==> config.mk <==
export PLATFORM = sky130hd
export DESIGN_NAME = core
export DESIGN_NICKNAME = d
export VERILOG_FILES = /design/src/logic/isaPkg.sv /design/src/logic/busPkg.sv /design/src/logic/phaseSequencer.sv /design/src/logic/aluUnit.sv /design/src/logic/loadStoreUnit.sv /design/src/logic/regCommit.sv /design/src/logic/core.sv
export VERILOG_INCLUDE_DIRS = /design/src /design/src/logic
export SDC_FILE = /design/constraint.sdc
export NUM_CORES = 1
export LEC_CHECK = 0
export ABC_AREA = 0
export ABC_CLOCK_PERIOD_IN_PS = 6500
export BUFFER_PORTS_ARGS = -buffer_cell sky130_fd_sc_hd__buf_2
export CAP_MARGIN = 15
export CORE_MARGIN = 5
export CORE_UTILIZATION = 64
export CTS_BUF_LIST = sky130_fd_sc_hd__clkbuf_4
export DETAILED_ROUTE_END_ITERATION = 8
export GPL_ROUTABILITY_DRIVEN = 0
export GPL_TIMING_DRIVEN = 1
export PLACE_DENSITY = 0.85
export SLEW_MARGIN = 15
export SYNTH_ARGS = -nofsm -noshare
export SYNTH_HDL_FRONTEND = slang
export SYNTH_SLANG_ARGS = --single-unit
==> constraint.sdc <==
create_clock -name clk -period 6.5 [get_ports clk]
set_clock_uncertainty 0.2 [all_clocks]
set_input_delay 0.325 -clock clk [delete_from_list [all_inputs] [get_ports clk]]
set_output_delay 0.325 -clock clk [all_outputs]
set_load 0.05 [all_outputs]
==> src/logic/core_consts.svh <==
`ifndef CORE_CONSTS_SVH
`define CORE_CONSTS_SVH

`define DATA_WIDTH 16
`define REG_COUNT  4

// register codes
`define RA 2'd0
`define RB 2'd1
`define RC 2'd2
`define RD 2'd3

// groups 2 and 3 are not decoded
`define GROUP_ALU 2'd0
`define GROUP_LDS 2'd1

// --------------------
// alu group
`define ALU_OP_MOV 3'd0
`define ALU_OP_ADD 3'd1
`define ALU_OP_SUB 3'd2
`define ALU_OP_AND 3'd3
`define ALU_OP_OR  3'd4
`define ALU_OP_XOR 3'd5

`define MODE_REGA_U8   3'd0
`define MODE_REGB_U8   3'd1
`define MODE_REGA_U8RB 3'd2 // imm8 is the high byte
`define MODE_REGB_U8RA 3'd3
`define MODE_REGA_REGB 3'd4

// --------------------
// load/store group
`define LDS_INC_NONE 2'd0
`define LDS_POST_INC 2'd1
`define LDS_PRE_DEC  2'd2

`define LDS_OP_LD  2'd0
`define LDS_OP_ST  2'd1
`define LDS_OP_STB 2'd2

`endif

==> src/logic/isaPkg.sv <==
package isaPkg;

	// --------------------
	// alu format
	typedef struct packed {
		logic [1:0] group;
		logic [2:0] op;
		logic [2:0] mode;
		logic [7:0] imm8;
	} aluFmt;

	// --------------------
	// load/store format
	typedef struct packed {
		logic [1:0] group;
		logic [1:0] incf;     // pointer update
		logic [1:0] opf;      // access kind
		logic [5:0] reserved;
		logic [1:0] dataReg;
		logic [1:0] ptrReg;
	} ldsFmt;

	// one fetched word, both views at once
	typedef union packed {
		aluFmt alu;
		ldsFmt lds;
	} instrWord;

endpackage

==> src/logic/busPkg.sv <==
`include "core_consts.svh"

package busPkg;

	typedef enum logic [1:0] {
		phFetch   = 2'd0,
		phDecode  = 2'd1,
		phExecute = 2'd2,
		phCommit  = 2'd3
	} corePhase;

	// strobes are low active
	typedef struct packed {
		logic [`DATA_WIDTH-1:0] addr;
		logic [`DATA_WIDTH-1:0] data;
		logic rdn;
		logic wrn0;
		logic wrn1;
	} busReq;

	typedef struct packed {
		logic valid;
		logic [1:0] destReg;
		logic [`DATA_WIDTH-1:0] value;
	} aluResult;

	typedef struct packed {
		logic isLoad;
		logic [1:0] dataReg;
		logic ptrWrite;
		logic [1:0] ptrReg;
		logic [`DATA_WIDTH-1:0] ptrNext;
	} ldsResult;

endpackage

==> src/logic/phaseSequencer.sv <==
`timescale 1ns/1ns
`include "core_consts.svh"

module phaseSequencer (
	input  logic clk,
	input  logic rstN,
	input  logic [`DATA_WIDTH-1:0] din,
	output busPkg::corePhase phase,
	output isaPkg::instrWord instr,
	output logic [`DATA_WIDTH-1:0] pc,
	output logic fetch,
	output logic decode,
	output logic execute,
	output logic commit
);

	logic [1:0] phaseCount;
	logic [3:0] phaseLevels;

	assign phase = busPkg::corePhase'(phaseCount);

	always_ff @(posedge clk) begin
		if (!rstN) begin
			phaseCount <= 2'd0;
			pc <= '0;
			instr <= '0;
		end else begin
			phaseCount <= phaseCount + 2'd1; // wraps commit -> fetch
			if (phase == busPkg::phFetch) begin
				instr <= din;
				pc <= pc + `DATA_WIDTH'(2);
			end
		end
	end

	assign fetch   = (phase == busPkg::phFetch);
	assign decode  = (phase == busPkg::phDecode);
	assign execute = (phase == busPkg::phExecute);
	assign commit  = (phase == busPkg::phCommit);

	assign phaseLevels = {commit, execute, decode, fetch};

	// one level high, moving one step per clock
	phaseRotate: assert property (@(posedge clk) disable iff (!rstN)
		$past(rstN) |-> $onehot(phaseLevels)
			&& phaseLevels == {$past(phaseLevels[2:0]), $past(phaseLevels[3])})
		else $error("phase levels out of sequence: %b", phaseLevels);

endmodule

==> src/logic/aluUnit.sv <==
`timescale 1ns/1ns
`include "core_consts.svh"

module aluUnit (
	input  busPkg::corePhase phase,
	input  isaPkg::instrWord instr,
	input  logic [`DATA_WIDTH-1:0] regA,
	input  logic [`DATA_WIDTH-1:0] regB,
	output busPkg::aluResult result
);

	isaPkg::aluFmt fmt;
	logic isAlu;
	logic modeKnown;
	logic inExecute;
	logic [1:0] destReg;
	logic [`DATA_WIDTH-1:0] operand;
	logic [`DATA_WIDTH-1:0] oldValue;
	logic [`DATA_WIDTH-1:0] value;

	assign fmt = instr.alu;
	assign isAlu = (fmt.group == `GROUP_ALU);
	assign inExecute = (phase == busPkg::phExecute);

	// --------------------
	// destination and second operand
	always_comb begin
		modeKnown = 1'b1;
		destReg = `RA;
		oldValue = regA;
		operand = {{(`DATA_WIDTH-8){1'b0}}, fmt.imm8};
		case (fmt.mode)
			`MODE_REGA_U8: begin
				destReg = `RA;
			end
			`MODE_REGB_U8: begin
				destReg = `RB;
				oldValue = regB;
			end
			`MODE_REGA_U8RB: operand = {fmt.imm8, regB[7:0]};
			`MODE_REGB_U8RA: begin
				destReg = `RB;
				oldValue = regB;
				operand = {fmt.imm8, regA[7:0]};
			end
			`MODE_REGA_REGB: operand = regB;
			default: modeKnown = 1'b0;
		endcase
	end

	// --------------------
	// operations
	always_comb begin
		case (fmt.op)
			`ALU_OP_MOV: value = operand;
			`ALU_OP_ADD: value = oldValue + operand;
			`ALU_OP_SUB: value = oldValue - operand;
			`ALU_OP_AND: value = oldValue & operand;
			`ALU_OP_OR:  value = oldValue | operand;
			`ALU_OP_XOR: value = oldValue ^ operand;
			default:     value = oldValue; // spare opcodes keep the register
		endcase
	end

	assign result.valid = isAlu && modeKnown;
	assign result.destReg = destReg;
	assign result.value = value;

	// checked as execute ends, instr is stable by then
	aluModeKnown: assert property (@(negedge inExecute) isAlu |-> modeKnown)
		else $error("unknown alu mode %0d", fmt.mode);

endmodule

==> src/logic/loadStoreUnit.sv <==
`timescale 1ns/1ns
`include "core_consts.svh"

module loadStoreUnit (
	input  busPkg::corePhase phase,
	input  isaPkg::instrWord instr,
	input  logic [`DATA_WIDTH-1:0] pc,
	input  logic [`DATA_WIDTH-1:0] ptrVal,
	input  logic [`DATA_WIDTH-1:0] dataVal,
	output busPkg::ldsResult result,
	output busPkg::busReq bus
);

	isaPkg::ldsFmt fmt;
	logic isLds;
	logic isLoad;
	logic isByte;
	logic isStore;
	logic isAccess;
	logic inCommit;
	logic [`DATA_WIDTH-1:0] step;
	logic [`DATA_WIDTH-1:0] effAddr;
	logic [`DATA_WIDTH-1:0] ptrNext;
	logic [`DATA_WIDTH-1:0] storeData;

	assign fmt = instr.lds;
	assign isLds = (fmt.group == `GROUP_LDS);
	assign isLoad = isLds && (fmt.opf == `LDS_OP_LD);
	assign isByte = isLds && (fmt.opf == `LDS_OP_STB);
	assign isStore = isByte || (isLds && fmt.opf == `LDS_OP_ST);
	assign isAccess = isLoad || isStore;
	assign inCommit = (phase == busPkg::phCommit);

	// --------------------
	// address and pointer
	assign step = isByte ? `DATA_WIDTH'(1) : `DATA_WIDTH'(2);
	assign effAddr = (fmt.incf == `LDS_PRE_DEC) ? ptrVal - step : ptrVal;

	always_comb begin
		case (fmt.incf)
			`LDS_POST_INC: ptrNext = ptrVal + step;
			`LDS_PRE_DEC:  ptrNext = effAddr;
			default:       ptrNext = ptrVal;
		endcase
	end

	assign storeData = isByte ? {dataVal[7:0], dataVal[7:0]} : dataVal; // byte on both lanes

	assign result.isLoad = isLoad;
	assign result.dataReg = fmt.dataReg;
	assign result.ptrWrite = isAccess
		&& (fmt.incf == `LDS_POST_INC || fmt.incf == `LDS_PRE_DEC);
	assign result.ptrReg = fmt.ptrReg;
	assign result.ptrNext = ptrNext;

	// --------------------
	// bus drive per phase
	always_comb begin
		bus.addr = pc;
		bus.data = storeData;
		bus.rdn = 1'b1;
		bus.wrn0 = 1'b1;
		bus.wrn1 = 1'b1;
		case (phase)
			busPkg::phFetch: bus.rdn = 1'b0;
			busPkg::phExecute: begin
				if (isAccess) bus.addr = effAddr;
			end
			busPkg::phCommit: begin
				if (isAccess) bus.addr = effAddr;
				if (isLoad) bus.rdn = 1'b0;
				if (isStore) begin
					bus.wrn0 = isByte && effAddr[0];  // even lane
					bus.wrn1 = isByte && !effAddr[0]; // odd lane
				end
			end
			default: ;
		endcase
	end

	noReadWhileWrite: assert property (@(negedge inCommit) bus.rdn || (bus.wrn0 && bus.wrn1))
		else $error("read and write strobes low together at %h", bus.addr);

endmodule

==> src/logic/regCommit.sv <==
`timescale 1ns/1ns
`include "core_consts.svh"

module regCommit (
	input  logic clk,
	input  logic rstN,
	input  busPkg::corePhase phase,
	input  isaPkg::instrWord instr,
	input  logic [`DATA_WIDTH-1:0] din,
	input  busPkg::aluResult aluRes,
	input  busPkg::ldsResult ldsRes,
	output logic [`DATA_WIDTH-1:0] regA,
	output logic [`DATA_WIDTH-1:0] regB,
	output logic [`DATA_WIDTH-1:0] ptrVal,
	output logic [`DATA_WIDTH-1:0] dataVal
);

	logic [`REG_COUNT-1:0][`DATA_WIDTH-1:0] regFile;
	logic [`REG_COUNT-1:0][`DATA_WIDTH-1:0] nextFile;
	logic commitEnd;

	assign commitEnd = (phase == busPkg::phCommit);

	// --------------------
	// reads
	assign regA = regFile[`RA];
	assign regB = regFile[`RB];
	assign ptrVal = regFile[instr.lds.ptrReg];
	assign dataVal = regFile[instr.lds.dataReg];

	// --------------------
	// combined writeback, later writes take priority
	always_comb begin
		nextFile = regFile;
		if (aluRes.valid) begin
			nextFile[aluRes.destReg] = aluRes.value;
		end
		if (ldsRes.ptrWrite) begin
			nextFile[ldsRes.ptrReg] = ldsRes.ptrNext;
		end
		if (ldsRes.isLoad) begin
			nextFile[ldsRes.dataReg] = din; // load beats pointer update
		end
	end

	always_ff @(posedge clk) begin
		if (!rstN) begin
			regFile <= '0;
		end else if (commitEnd) begin
			regFile <= nextFile; // din sampled here for loads
		end
	end

endmodule

==> src/logic/core.sv <==
`timescale 1ns/1ns
`include "core_consts.svh"

module core (
	input  logic clk,
	input  logic rstN,
	input  logic [`DATA_WIDTH-1:0] din,
	output logic [`DATA_WIDTH-1:0] addrBuf,
	output logic [`DATA_WIDTH-1:0] doutBuf,
	output logic rdnBuf,
	output logic wrn0Buf,
	output logic wrn1Buf,
	output logic fetch,
	output logic decode,
	output logic execute,
	output logic commit
);

	busPkg::corePhase phase;
	isaPkg::instrWord instr;
	busPkg::aluResult aluRes;
	busPkg::ldsResult ldsRes;
	busPkg::busReq busOut;
	logic [`DATA_WIDTH-1:0] pc;
	logic [`DATA_WIDTH-1:0] regA;
	logic [`DATA_WIDTH-1:0] regB;
	logic [`DATA_WIDTH-1:0] ptrVal;
	logic [`DATA_WIDTH-1:0] dataVal;

	phaseSequencer u_seq (
		.clk(clk),
		.rstN(rstN),
		.din(din),
		.phase(phase),
		.instr(instr),
		.pc(pc),
		.fetch(fetch),
		.decode(decode),
		.execute(execute),
		.commit(commit)
	);

	// execute units, side by side
	aluUnit u_alu (
		.phase(phase),
		.instr(instr),
		.regA(regA),
		.regB(regB),
		.result(aluRes)
	);

	loadStoreUnit u_lds (
		.phase(phase),
		.instr(instr),
		.pc(pc),
		.ptrVal(ptrVal),
		.dataVal(dataVal),
		.result(ldsRes),
		.bus(busOut)
	);

	regCommit u_regs (
		.clk(clk),
		.rstN(rstN),
		.phase(phase),
		.instr(instr),
		.din(din),
		.aluRes(aluRes),
		.ldsRes(ldsRes),
		.regA(regA),
		.regB(regB),
		.ptrVal(ptrVal),
		.dataVal(dataVal)
	);

	// external bus pins
	assign addrBuf = busOut.addr;
	assign doutBuf = busOut.data;
	assign rdnBuf = busOut.rdn;
	assign wrn0Buf = busOut.wrn0;
	assign wrn1Buf = busOut.wrn1;

endmodule

* Word-level counts from Yosys, hierarchy flattened
Index checks and enable logic that the tools add are counted.
Widths: inputs -> output; s select.
** Cells by class
- Add/sub/neg operators :: 6
- Order comparisons :: 6
- Eq/ne operators :: 17
- Multiplexer cells :: 31
- Bitwise logic cells :: 3
- Reductions and logical operators :: 22
** Operators with widths (number)
- $bwmux 64 :: 3
- $mux 64 :: 3
- $mux 16 :: 10
- $demux 16 s2 :: 3
- $pmux 16 s6 :: 1
- $bmux 16 s2 :: 2
- $pmux 16 s3 :: 1
- $add 16x16->16 :: 2
- $pmux 16 s2 :: 1
- $sub 16x16->16 :: 2
- $add 16x2->16 const B :: 1
- $and 16x16->16 :: 1
- $or 16x16->16 :: 1
- $xor 16x16->16 :: 1
- $eq 3x2->1 const B :: 4
- $logic_and 1x1->1 :: 10
- $eq 3x3->1 const B :: 3
- $eq 2x1->1 const B :: 4
- $eq 2x2->1 const B :: 4
- $eq 3x1->1 const B :: 2
- $logic_not 2->1 :: 3
- $logic_not 3->1 :: 2
- $lt 2x3->1 const B :: 2
- $mux 2 :: 3
- 10 further kinds :: 16
** Word-level totals
- Flip-flop bits (word level) :: 98
- Input bits :: 18
- Output and inout bits :: 39
- Logic and storage cells :: 92

* Depth between registers and ports, before layout
Gate-level depths: netlist of run 1.
- Depth in word-level cells :: 13
- Mapped depth :: 20
- Depth with buffers taken out :: 18

* Modules after synthesis
From an unflattened synthesis of run 1, not the netlist that was laid out.
** Unflattened totals
- Cell total of the unflattened synthesis :: 1464
- Area total of the unflattened synthesis :: 11086.9 um2
** By module, submodules not included
- regCommit :: instances 1, cells each 589, area an instance 5079.9 um2, sequential area each 1281.2 um2
- aluUnit :: instances 1, cells each 444, area an instance 2890.3 um2, sequential area each 0.0 um2
- loadStoreUnit :: instances 1, cells each 287, area an instance 1717.9 um2, sequential area each 0.0 um2
- phaseSequencer :: instances 1, cells each 144, area an instance 1398.8 um2, sequential area each 660.6 um2

* Worst setup path after synthesis of run 1
OpenSTA, ideal clock, no wires.
- Kind :: register to output
- Start :: reg u_seq.instr[11] in the netlist's numbering
- End :: out addrBuf[10]
- Arrival time :: 4.657 ns
- Required time :: 5.975 ns
- Path slack :: 1.318 ns
- Stages on the path, launching flop included :: 14
- Buffers on the path :: 2
- Cell sequence :: dfxtp_1 > clkbuf_1 > clkbuf_1 > nand2b_1 > nor2_1 > ha_1 > inv_1 > fa_1 > nand2b_1 > or3_1 > or2_4 > or4_4 > xor2_1 > a21oi_1
** Between the ends
- Longest elaborated chain between the ends :: 7
- Elaborated cells on any way between the ends :: 13
- Those cells by class :: add/sub (1); eq/ne (2); mux (4); reduce/logical (6)
** RTL lines
- start, declared :: RTL line phaseSequencer.sv:9 : output isaPkg::instrWord instr,
- start signal, assigned :: RTL line phaseSequencer.sv:30 : instr <= din;
- $eq 2x2->1 (no line)
- $logic_and 1x1->1 :: RTL line loadStoreUnit.sv:29 : assign isByte = isLds && (fmt.opf == `LDS_OP_STB);
- $mux 2 :: RTL line loadStoreUnit.sv:36 : assign step = isByte ? `DATA_WIDTH'(1) : `DATA_WIDTH'(2);
- $sub 16x16->16 :: RTL line loadStoreUnit.sv:37 : assign effAddr = (fmt.incf == `LDS_PRE_DEC) ? ptrVal - step : ptrVal;
- $mux 16 :: RTL line loadStoreUnit.sv:37
- $mux 16 (*) :: RTL line loadStoreUnit.sv:67, loadStoreUnit.sv:70
- $mux 16 (*)
- end, declared :: RTL line core.sv:8 : output logic [`DATA_WIDTH-1:0] addrBuf,
Every way passes the cells marked *; elsewhere a longest branch is shown, timed or not.

* Worst setup path after layout of run 1
- Start :: reg u_seq.instr[9] in the netlist's numbering
- End :: reg u_regs.regFile (netlist bit u_regs.regB[15])
** Between the ends
- Longest elaborated chain between the ends :: 13
- Elaborated cells on any way between the ends :: 29
- Those cells by class :: add/sub (2); order compare (2); eq/ne (4); mux (13); bitwise (3); reduce/logical (5)
** RTL lines
- branches (longest 8 deep; another with $sub 16x16->16)
- $mux 64 (*) :: RTL line regCommit.sv:35 : if (aluRes.valid) begin
- $bwmux 64 :: RTL line regCommit.sv:39 : nextFile[ldsRes.ptrReg] = ldsRes.ptrNext;
- $mux 64 (*) :: RTL line regCommit.sv:38 : if (ldsRes.ptrWrite) begin
- $bwmux 64 :: RTL line regCommit.sv:42 : nextFile[ldsRes.dataReg] = din;
- $mux 64 (*) :: RTL line regCommit.sv:41 : if (ldsRes.isLoad) begin
- end signal, assigned :: RTL line regCommit.sv:50 : regFile <= nextFile;
- end, declared :: RTL line regCommit.sv:18 : logic [`REG_COUNT-1:0][`DATA_WIDTH-1:0] regFile;
Mark *: on every way between the ends.
A chain may end at the register's enable or synchronous reset.

==> run metrics, run 1 <==
Total GRT Usage 0.356; Pleak between 0.003 and 0.004 uW; Antenna diodes 0; Slew Limit Fails 0; DP Wirelength 22.5 mm; Worst Hold Class in -> reg; Highest Signal Layer met5; Clock Tree Buf Depth 2; synth unique cells between 70 and 80; Setup Fix Bufs, Post-CTS 0; switching power total 823 uW; initial antenna violation count 1; Yosys warnings 0; Hold Path Stages 3; met1 WL 12.0 mm; Layout area overhead 6.12%; core box area about 0.014 mm^2; setup_tns 0 ns; DRC Markers 0; CTS root buf clkbuf_4; Skew-Pair Late Insertion Delay 0.48 ns; Tmin final around 5.7 ns; Die ar. 0.0172 mm^2; initial drt markers 1565; Crit Path Category reg -> reg; ys async rst share 0; HP Start din[4]; combinational power share 0.489; multi-input logic area 0.00692 mm^2; grt ovf 0; # IOs 57; DIE WIDTH 131 um; EDFF count, synth 0; Mapped Area between 0.009 and 0.01 mm^2; nets@finish 1297; setup violators final 0; Max stage delay cell, worst path dfxtp_1; RSZ-0062 raised after global routing no; flops & latches, synth 97; register area share after synthesis 0.207; top_reg_cell synth dfxtp_1; final hold violations 0; layout cells sized above 1 0.132; post-route ant nets 0; most frequent CP cell nand2_1; share of the synthesized area in the top cell type 0.207; Register Area 0.00194 mm^2; CTS clk-pin slew, worst paths 0.14 ns; WL final 30.9 mm; Yosys top cell by area dfxtp_1; Hold EP u_seq.instr[4]$_SDFFE_PN0P_; CTS tree built; Setup crit start kind flip-flop; Rel. slew slack 0.232; DP Worst Slack 0.978 ns; CP peak stage delay 0.76 ns; first-pass GRT wire length 48.3 mm; worst-margin pin slew 1.14 ns; status finished, final reports clean; CP endpoint kind flip-flop; CP Data Arrival Time 5.93 ns; fin crit share 0.884; sw frac 0.445; Clk pwr share 0.154; Critical Path, Cell by Cell xor2_1 > nand2b_1 > o221ai_1 > nand4_1 > nor3_1 > nand2_1 > nand2_1 > xnor2_1 > ha_1 > nand2_1 > nor2_1 > o41ai_1 > o211ai_1 > o211ai_1 > xnor2_1 > a32oi_1 > nand3_1 > a32o_1; synthesized area per cell approximately 7.8 um^2; Detailed Routing Iterations Pass 1 6; end of the worst register-to-register path u_regs.regB[15]$_SDFFE_PN0P_; via count of the routed design 10.2k; Pint between 1000 and 1500 uW; metal3 WL 3.80 mm; RR Startpoint u_seq.instr[9]$_SDFFE_PN0P_; fmax around 170 MHz; largest net degree at the start of global routing 64; Area contributors post-synth dfxtp_1 (21%), mux4_2 (7.7%), ha_1 (7.6%); vias in the first global route 9110; wire per inst 22.0 um; vias per cell 7.22; worst vdd ir 0.140 mV; Flop pwr share 0.358; Final WS setup 0.757 ns; Post-DP Area approximately 0.0097 mm^2; htree depth 3; Final Instance Area approximately 0.010 mm^2; met2 routed WL 13.6 mm; Critical Path RT 6.69 ns; Initial Util 0.648; Pwr Total 1850 uW; Pwr per Cell Area about 190 mW/mm^2; r2r worst-path depth 18; port bufs 56; Max Cap Viol 0; CTS sink cnt 97; cell row count 44; total CTS buffers 9; Mapped Nets 1286; CP Max Fanout 22; Chip Height 131 um; Post-Synthesis Cells 1208; Reg2Reg Setup Slack 0.76 ns; final core occ 0.688; fill cell count 1235
[Yosys cell counts (all sizes together) (17+ instances only)]
| cell | instances |
|---|---|
| nor2 | 128 |
| ha | 57 |
| xnor2 | 27 |
| a31oi | 21 |
| o221ai | 31 |
| o21ai | 110 |
| xor2 | 21 |
| clkbuf | 78 |
| nand2b | 18 |
| nand2 | 92 |
| nand3 | 21 |
| o22ai | 17 |
| dfxtp | 97 |
| mux4 | 32 |
| inv | 47 |
| mux2i | 39 |
| a21oi | 102 |
| o211ai | 20 |
[state kept, by name, summed over array words and instances, names as in the netlist]
signal / count
u_regs.regFile: 32
u_regs.regA: 16
u_regs.regB: 16
u_seq.instr: 16
u_seq.pc: 15
u_seq.phase: 2
[cell type report]
class                           count  share of cell area
Multi-Input combinational cell    970               0.694
Sequential cell                    97               0.195
Timing Repair Buffer               92              0.0585
Tap cell                          184              0.0231
Inverter                           49              0.0185
Clock buffer                        9             0.00678
Clock inverter                      6             0.00364
[logic make-up (layout without fill, tap and decap cells)]
group,Yosys count,after routing,synth area share
fa+ha+maj,60,60,0.0824
simple gates,357,357,0.182
flops,97,97,0.207
xor+xnor,48,48,0.0448
buf+inv,141,156,0.0573
mux,87,87,0.138
compound gates,418,418,0.289
[worst max-delay path by stage]
stage / startpoint / to / slack, ns
after floorplan: u_seq.instr[11]$_SDFFE_PN0P_ / addrBuf[10] / 1.32
after global placement: u_seq.instr[9]$_SDFFE_PN0P_ / u_regs.regB[14]$_SDFFE_PN0P_ / 1.16
after detailed placement: u_seq.instr[9]$_SDFFE_PN0P_ / u_regs.regB[14]$_SDFFE_PN0P_ / 0.98
after CTS: u_seq.instr[9]$_SDFFE_PN0P_ / u_regs.regB[14]$_SDFFE_PN0P_ / 0.92
after global routing: u_seq.instr[9]$_SDFFE_PN0P_ / u_regs.regB[14]$_SDFFE_PN0P_ / 0.16
final: u_seq.instr[9]$_SDFFE_PN0P_ / u_regs.regB[15]$_SDFFE_PN0P_ / 0.76
[through the flow]
stage / instances / hold WS [ns]
CTS: 1407 / 0.00372
floorplan: 1208 / 0.233
detailed placement: 1379 / 0.260
finish: 1407 / 0.00843
global route: 1407 / 0.00380
global placement: 1379 / 0.251
[placed cells by master (no fill, tap or decap), drive strengths merged, types with 8 or more instances in the layout]
cell,instances
a22oi,16
xnor2,27
inv,47
a22o,13
xor2,21
buf,79
mux2,16
nor3,13
nand3,21
nor2,128
or3,16
nand2,92
mux2i,39
o221ai,31
a211oi,16
nand4,9
o22ai,17
nand2b,18
and3,14
a21oi,102
o211ai,20
o21ai,110
nor3b,10
o31ai,8
ha,57
mux4,32
a31oi,21
dfxtp,97
dlygate4sd3,13
clkbuf,9
[worst max-delay path: cells and delay by family, from the launching register on]
| kind | cells | cell delay, ns |
|---|---|---|
| adder cells (fa/ha/maj) | 1 | 0.33 |
| XOR/XNOR | 3 | 0.88 |
| AO/OA/AOI/OAI | 6 | 1.73 |
| flip-flops | 1 | 0.76 |
| AND/OR/NAND/NOR | 8 | 1.76 |
[layer usage]
metal | up-vias | track usage
met1 | 4736 | 0.473
met4 | 2 | 0.158
met3 | 147 | 0.0940
met5 | - | 0
li1 | 4539 | -
met2 | 728 | 0.543
[power groups by stage]
stage / sequential, uW / clock [uW] / combinational (uW)
after detailed placement: 670 / 0 / 869
after CTS: 657 / 282 / 881
after global routing: 662 / 309 / 982
after global placement: 669 / 0 / 849
final: 661 / 284 / 903
after floorplan: 648 / 0 / 682
[timing repair]
| action | CTS | global route |
|---|---|---|
| hold buffers | 13 | 0 |
| resized for setup | 0 | 0 |
| endpoints found under the hold margin | 23 | 0 |
(Power assumes the default switching activity.)
==> inputs of run 2 (changes only) <==
- ABC_CLOCK_PERIOD_IN_PS: 6500 -> 6400
- clock period: 6.5 -> 6.4 ns (I/O delays scaled with it)
==> run metrics, run 2 (same netlist as run 1, synthesis figures left out) <==
final core occ 0.692; CTS tree built; WL final around 31 mm; RSZ-0062 raised after global routing no; # IOs 57; Setup crit start kind flip-flop; Tmin final 5.50 ns; initial antenna violation count 2; Chip Height 131 um; CTS root buf clkbuf_4; Detailed Routing Iterations Pass 1 6; Crit Path Category reg -> reg; final hold violations 0; Max Cap Viol 0; Reg2Reg Setup Slack 0.90 ns; total CTS buffers 9; Hold Path Stages 3; Pleak ~0.0040 uW; most frequent CP cell nand2_1; Layout area overhead 6.69%; Critical Path RT 6.59 ns; r2r worst-path depth 18; most common cell after layout, fill and taps aside nor2_1; Max stage delay cell, worst path o221ai_1; Clock Tree Buf Depth 2; most frequent cells in the layout nor2_1 (128), o21ai_0 (109), a21oi_1 (102), dfxtp_1 (96), nand2_1 (92); DIE WIDTH 131 um; nets@finish 1299; max reg flops 32; Skew-Pair Late Insertion Delay 0.48 ns; # placed instances 1379; CTS clk-pin slew, worst paths 0.14 ns; CTS sink cnt 97; Hold EP u_seq.instr[14]$_SDFFE_PN0P_; Die ar. 0.0172 mm^2; end of the worst register-to-register path u_regs.regB[15]$_SDFFE_PN0P_; RR Startpoint u_seq.instr[9]$_SDFFE_PN0P_; via count of the routed design around 10k; CP Max Fanout 22; htree depth 3; largest net degree at the start of global routing 64; setup_tns 0 ns; Critical Path, Cell by Cell xor2_1 > nand2b_1 > o221ai_1 > nand4_1 > nor3_1 > nand2_1 > nand2_1 > xnor2_1 > ha_1 > nand2_1 > nor2_1 > o41ai_1 > o211ai_1 > o211ai_1 > xnor2_1 > a32oi_1 > nand3_1 > a32o_1; initial drt markers 1689; Total GRT Usage 0.356; vias in the first global route 9141; CP endpoint kind flip-flop; CP top delay family simple AND/OR/NAND/NOR gates; setup violators final 0; Worst Hold Class in -> reg; worst vdd ir 0.136 mV; DP Wirelength 22.6 mm; grt ovf 0; fmax around 180 MHz; DRC Markers 0; worst-margin pin slew 1.08 ns; layout cells sized above 1 0.134; core box area 0.0145 mm^2; post-route ant nets 0; Pwr per Cell Area ~190 mW/mm^2; Rel. slew slack 0.281; CP peak stage delay 0.61 ns; cell row count 44; CP Buf/Inv Count 0; HP Start din[14]; CP Data Arrival Time 5.69 ns; Setup Fix Bufs, Post-CTS 0; fin crit share 0.860; port bufs 56; vias per cell around 7; Largest Register u_regs.regFile; fin cells between 1k and 1.5k; status finished, final reports clean; Slew Limit Fails 0; Initial Util 0.648; wire per inst between 20 and 25 um; first-pass GRT wire length 48.3 mm
==> run 2: how the worst max path moves through the flow <==
stage	to	slack [ns]	cells after the start	from
after floorplan	addrBuf[10]	1.22	13	u_seq.instr[11]$_SDFFE_PN0P_
after global placement	u_regs.regB[14]$_SDFFE_PN0P_	1.10	17	u_seq.instr[9]$_SDFFE_PN0P_
after detailed placement	u_regs.regB[14]$_SDFFE_PN0P_	0.87	17	u_seq.instr[9]$_SDFFE_PN0P_
after CTS	u_regs.regB[14]$_SDFFE_PN0P_	0.82	17	u_seq.instr[9]$_SDFFE_PN0P_
after global routing	u_regs.regB[14]$_SDFFE_PN0P_	0.16	17	u_seq.instr[9]$_SDFFE_PN0P_
final	u_regs.regB[15]$_SDFFE_PN0P_	0.90	18	u_seq.instr[9]$_SDFFE_PN0P_
==> run 2: area by class of cell <==
cell class | instances | area (um^2)
multi-input cells | 970 | 6920
fillers | 1231 | 4470
diodes | 1 | 2.50
clock inverters | 6 | 58.8
inverters | 49 | 184
well taps | 184 | 230
flip-flops and latches | 97 | 1940
clock buffers | 10 | 75.1
repair buffers | 94 | 603
==> run 2: power breakdown <==
part | switching, uW | internal [uW]
Sequential | 41.9 | 627
Clock | 216 | 121
Combinational | 578 | 340
Total | 836 | 1090
==> run 2: worst reg2reg max path, cell delays in order, from the launching register on <==
cell	delay, ns
dfxtp_2	0.58
xor2_1	0.56
nand2b_1	0.31
o221ai_1	0.61
nand4_1	0.32
nor3_1	0.48
nand2_1	0.20
nand2_1	0.13
xnor2_1	0.16
ha_1	0.31
nand2_1	0.10
nor2_1	0.05
o41ai_1	0.38
o211ai_1	0.15
o211ai_1	0.15
xnor2_1	0.16
a32oi_1	0.21
nand3_1	0.14
a32o_1	0.23
==> run 2: stage by stage <==
stage / total power (uW) / hold slack [ns] / setup slack (ns) / instance area (um^2)
2_1_floorplan: 1350 / 0.233 / 1.22 / 9390
3_3_place_gp: 1540 / 0.250 / 1.10 / 9730
3_5_place_dp: 1560 / 0.269 / 0.865 / 9730
4_1_cts: 1900 / 0.0307 / 0.815 / 10000
5_1_grt: 2030 / 0.0396 / 0.160 / 10000
6_report: 1920 / 0.0638 / 0.898 / 10000
==> run 2: timing repair <==
action / in CTS / in global routing
gates resized for setup: 0 / 1
setup endpoints to repair: 0 / 1
hold buffers: 15 / 0
endpoints found under the hold margin: 26 / 0
==> run 2: layer usage <==
metal | track usage | vias up | part of all wire
met2 | 0.542 | 717 | 0.44
met5 | 0 | - | 0.00026
li1 | - | 4554 | -
met4 | 0.154 | 2 | 0.050
met1 | 0.479 | 4699 | 0.38
met3 | 0.0920 | 152 | 0.13
